[src/verilog/wave_pkg.sv]
// Data formats shared by the host side, the FIFO and the wave output

package wave_pkg;

  ////////////////////////////////
  // Word widths
  ////////////////////////////////

  localparam int PIPE_WORD_BITS = 16;                 // One host transfer
  localparam int WAVE_WORD_BITS = 2 * PIPE_WORD_BITS; // Two halfwords per sample

  // Host data word, written on pipe_clk
  typedef logic [PIPE_WORD_BITS-1:0] pipe_word_t;

  // Packed sample, low halfword arrives first
  typedef logic [WAVE_WORD_BITS-1:0] wave_word_t;

  ////////////////////////////////
  // Trigger word half select
  ////////////////////////////////

  // Which half of the trigger word a host strobe lands in
  typedef enum logic {
    TRIG_LOW  = 1'b0, // Bits 15:0
    TRIG_HIGH = 1'b1  // Bits 31:16
  } trig_half_t;

endpackage
[src/verilog/trigger_word_capture.sv]
`timescale 1ns/100ps

// Builds the 32-bit trigger word from two host halves
module trigger_word_capture (
  input  logic                 reset,
  input  logic                 pipe_clk,
  input  logic                 trig_write,    // Strobe for trig_sel and trig_data
  input  wave_pkg::trig_half_t trig_sel,
  input  wave_pkg::pipe_word_t trig_data,
  input  logic                 trig_mode_in,  // Level from host
  output wave_pkg::wave_word_t trig_word,
  output logic                 trig_mode
);
  import wave_pkg::*;

  ////////////////////////////////
  // Half word capture
  ////////////////////////////////

  always_ff @(posedge pipe_clk) begin
    if (reset) begin
      trig_word <= '0;
      trig_mode <= 1'b0;  // FIFO data on wave after reset
    end else begin
      trig_mode <= trig_mode_in;
      if (trig_write) begin
        case (trig_sel)
          TRIG_LOW:  trig_word[PIPE_WORD_BITS-1:0] <= trig_data;
          TRIG_HIGH: trig_word[WAVE_WORD_BITS-1:PIPE_WORD_BITS] <= trig_data;
        endcase
      end
    end
  end

  // Word and mode feed the pop_clk mux without sync
  // host changes them only while wave is idle

  // Half select must be a defined value on every strobe
  // both codes name a half
  a_trig_sel_legal: assert property (@(posedge pipe_clk) disable iff (reset)
    trig_write |-> !$isunknown(trig_sel))
    else $error("trigger_word_capture: illegal trig_sel on write");

endmodule

[config.mk]
export PLATFORM = sky130hd
export DESIGN_NAME = trigger_word_capture
export DESIGN_NICKNAME = d
export VERILOG_FILES = /design/src/verilog/wave_pkg.sv /design/src/verilog/trigger_word_capture.sv
export SDC_FILE = /design/constraint.sdc
export NUM_CORES = 1
export LEC_CHECK = 0
export ABC_AREA = 1
export BUFFER_PORTS_ARGS = -buffer_cell sky130_fd_sc_hd__buf_2
export CORE_MARGIN = 3
export CORE_UTILIZATION = 47
export DETAILED_ROUTE_END_ITERATION = 12
export GPL_TIMING_DRIVEN = 1
export HOLD_SLACK_MARGIN = 0.02
export PLACE_DENSITY = 0.74
export RECOVER_POWER = 100
export SYNTH_ARGS = -nofsm -noshare
export SYNTH_HDL_FRONTEND = slang
export SYNTH_SLANG_ARGS = --single-unit
export TNS_END_PERCENT = 5
[constraint.sdc]
create_clock -name pipe_clk -period 0.83 [get_ports pipe_clk]
set_input_delay 0.0415 -clock pipe_clk [delete_from_list [all_inputs] [get_ports pipe_clk]]
set_output_delay 0.0415 -clock pipe_clk [all_outputs]
set_load 0.005 [all_outputs]
==> metrics.txt <==
Clock Latency Late Sink 0.32 ns; Seq cells post-synth 33; average size of a mapped cell roughly 7.4 sq um; crit path max fanout 2; crit path launch type flip-flop; crit share post-route roughly 100%; ys async rst share 0%; dpl cells ~260; syn_nets about 200; Pwr Density 1610 mW/mm^2; Fillers 216; Max clock buf depth 2; Synth area leader dfxtp_1; CP Capture Type output pin; Comb power frac 18.0%; Core Area roughly 0.0026 sq mm; area of the multi-input gates approximately 520 sq um; max_slew headroom 83.2%; HP Class in2reg; Routability Congestion roughly 0.77; remaining antenna violation count after routing 0; Max-Cap Viols 0; vias in the first global route 1389; Internal Power roughly 0.0023 W; Antenna diodes 0; first-pass GRT wire length just under 6000 microns; Ys Warns 0; Post-Syn Area 0.00134 sq mm; critical path class reg2out; Setup Buffers After CTS 0; clock power share a little over a quarter; status finished clean; Yosys cell types 12; Final Max Slew Viols 0; switching share of power between 20% and 30%; cell area after layout around 0.002 sq mm; CTS tree done; DP HPWL roughly 2400 microns; WL per Instance roughly 13 microns; top cells by area, synth dfxtp_1, nand3_1, nor2_1, nand2_1, a21oi_1; worst slew pin tran between 0.2 and 0.3 ns; chip width 59.3 microns; Primary FF master, synth dfxtp_1; GRT Total Usage between 20 and 25%; input/output buffers 53; clk root buf clkbuf_4; initial antenna violation count 0; final setup vio count 0; leakage approximately 0.99 nW; Top-Level Pins between 50 and 60; CTS buffer count 5; H-Tree Depth 2; top cells by count, synth dfxtp_1, nor2_1, nand2_1, nand3_1, inv_1; post-route minimum period approximately 0.83 ns; # nets final 272; P&R area growth vs syn 46.8%; top-area cell type share of the netlist area 49.4%; Clock transition at path regs 0.10 ns; Die ar. roughly 0.0035 sq mm; non-filler instance count after layout roughly 280; layout cells sized above 1 40.5%; total length of routed wires 3700 microns; CP max stage cell dfxtp_2; CP top delay family flip-flops; Final Hold Viols 0; total global routing overflow 0; Initial Utilization about 52%; Vias around 1400; Post-Place Cell Area approximately 0.0016 sq mm; chip height just under 60 microns; Layout Skew 0 ns; DR iter-0 viols 46; Reg power frac between 50 and 60%; # DRC 0; DRT Pass-1 Iters 4; Max Clk Rate around 1.2 GHz; RSZ-0062 raised after global routing true; WP buf/inv 1; endpoint required time on the critical path between 0.7 and 0.8 ns; Avg Vias per Cell 5.07; max incr delay on CP about 0.34 ns; pin count of the biggest net entering global routing 21; Critical Path AT between 0.7 and 0.8 ns; standard-cell rows 18; Seq. cell area 701 sq um; worst path cell trace buf_6; Post-synth EDFFs 0; register area share after synthesis roughly half; Sink Count 33; VDD IR-drop max approximately 1400 uV; final hold slack approximately 0.092 ns; Psw approximately 0.00085 W; synthesized instance count 180
## layout make-up
type | count | area share, %
timing repair buffer | 76 | 29.7
clock inverter | 2 | 0.510
multi-input combinational | 115 | 26.3
clock buffer | 6 | 2.10
tap | 30 | 1.91
inverter | 20 | 3.82
sequential | 33 | 35.7
## power by group through the flow
stage / Combinational, W / Sequential, W / Clock [W]
5_1_grt: 0.000634 / 0.00175 / 0.000930
3_5_place_dp: 0.000461 / 0.00175 / 0
2_1_floorplan: 0.000261 / 0.00176 / 0
4_1_cts: 0.000533 / 0.00173 / 0.000879
6_report: 0.000568 / 0.00174 / 0.000849
3_3_place_gp: 0.000450 / 0.00175 / 0
## worst min-delay path: cells and delay by family
kind	cells	cell delay [ns]
buffers and inverters	2	0.22
AND/OR/NAND/NOR	2	0.13
## cells by family (layout without fill, tap and decap cells)
| group | count (synthesis) | count (layout) | synth area share, % |
|---|---|---|---|
| buf+inv | 32 | 104 | 12.1 |
| compound gates | 16 | 16 | 5.99 |
| flops | 33 | 33 | 49.4 |
| simple gates | 99 | 99 | 32.6 |
## routing by layer
layer	share of wire [%]	vias to the layer above	global-route usage (%)
li1	-	703	-
met1	37	650	24.7
met2	53	58	39.5
met3	6.1	18	4.58
met4	4.1	0	15.5
met5	0	-	0
## per-stage QoR
stage	util, %	worst slack [ns]	setup TNS, ns	power [W]
3_3_place_gp	62.4	0.0476	0	0.00220
5_1_grt	75.8	-0.0352	-0.522	0.00331
4_1_cts	73.3	-0.0121	-0.138	0.00314
3_5_place_dp	62.4	0.0164	0	0.00221
6_report	75.8	0.000542	0	0.00315
2_1_floorplan	-	0.162	0	0.00202
## path summary, 6_finish.rpt
| kind | startpoint | end | slack, ns | depth (start not counted) |
|---|---|---|---|---|
| worst min register to register | trig_word[26] | trig_word[26] | 0.46 | 2 |
| worst min-delay path | reset | trig_word[14] | 0.09 | 4 |
| worst max register to register | trig_word[20] | trig_word[20] | 0.16 | 2 |
| worst max-delay path | trig_word[25] | trig_word[25] | 0.0005 | 1 |
## state kept, by name, summed over array words and instances, names as in the netlist
signal / count
trig_mode: 1
trig_word: 32
## layout by cell type (no fill, tap or decap), types with 2 or more instances in the layout
master	count
buf_2	41
nor2_1	33
nand3_1	32
nand2_1	32
dfxtp_2	32
dlygate4sd3_1	18
inv_1	17
a21oi_1	16
buf_6	12
clkbuf_4	5
inv_2	3
buf_4	3
clkinv_2	2
buf_12	2
## timing repair
action	in CTS	in global routing
hold buffers	18	0
cloned	0	0
hold endpoints to repair	18	0
gates resized for setup	32	12
setup endpoints to repair	30	32
Power figures use the tool's default switching activity.
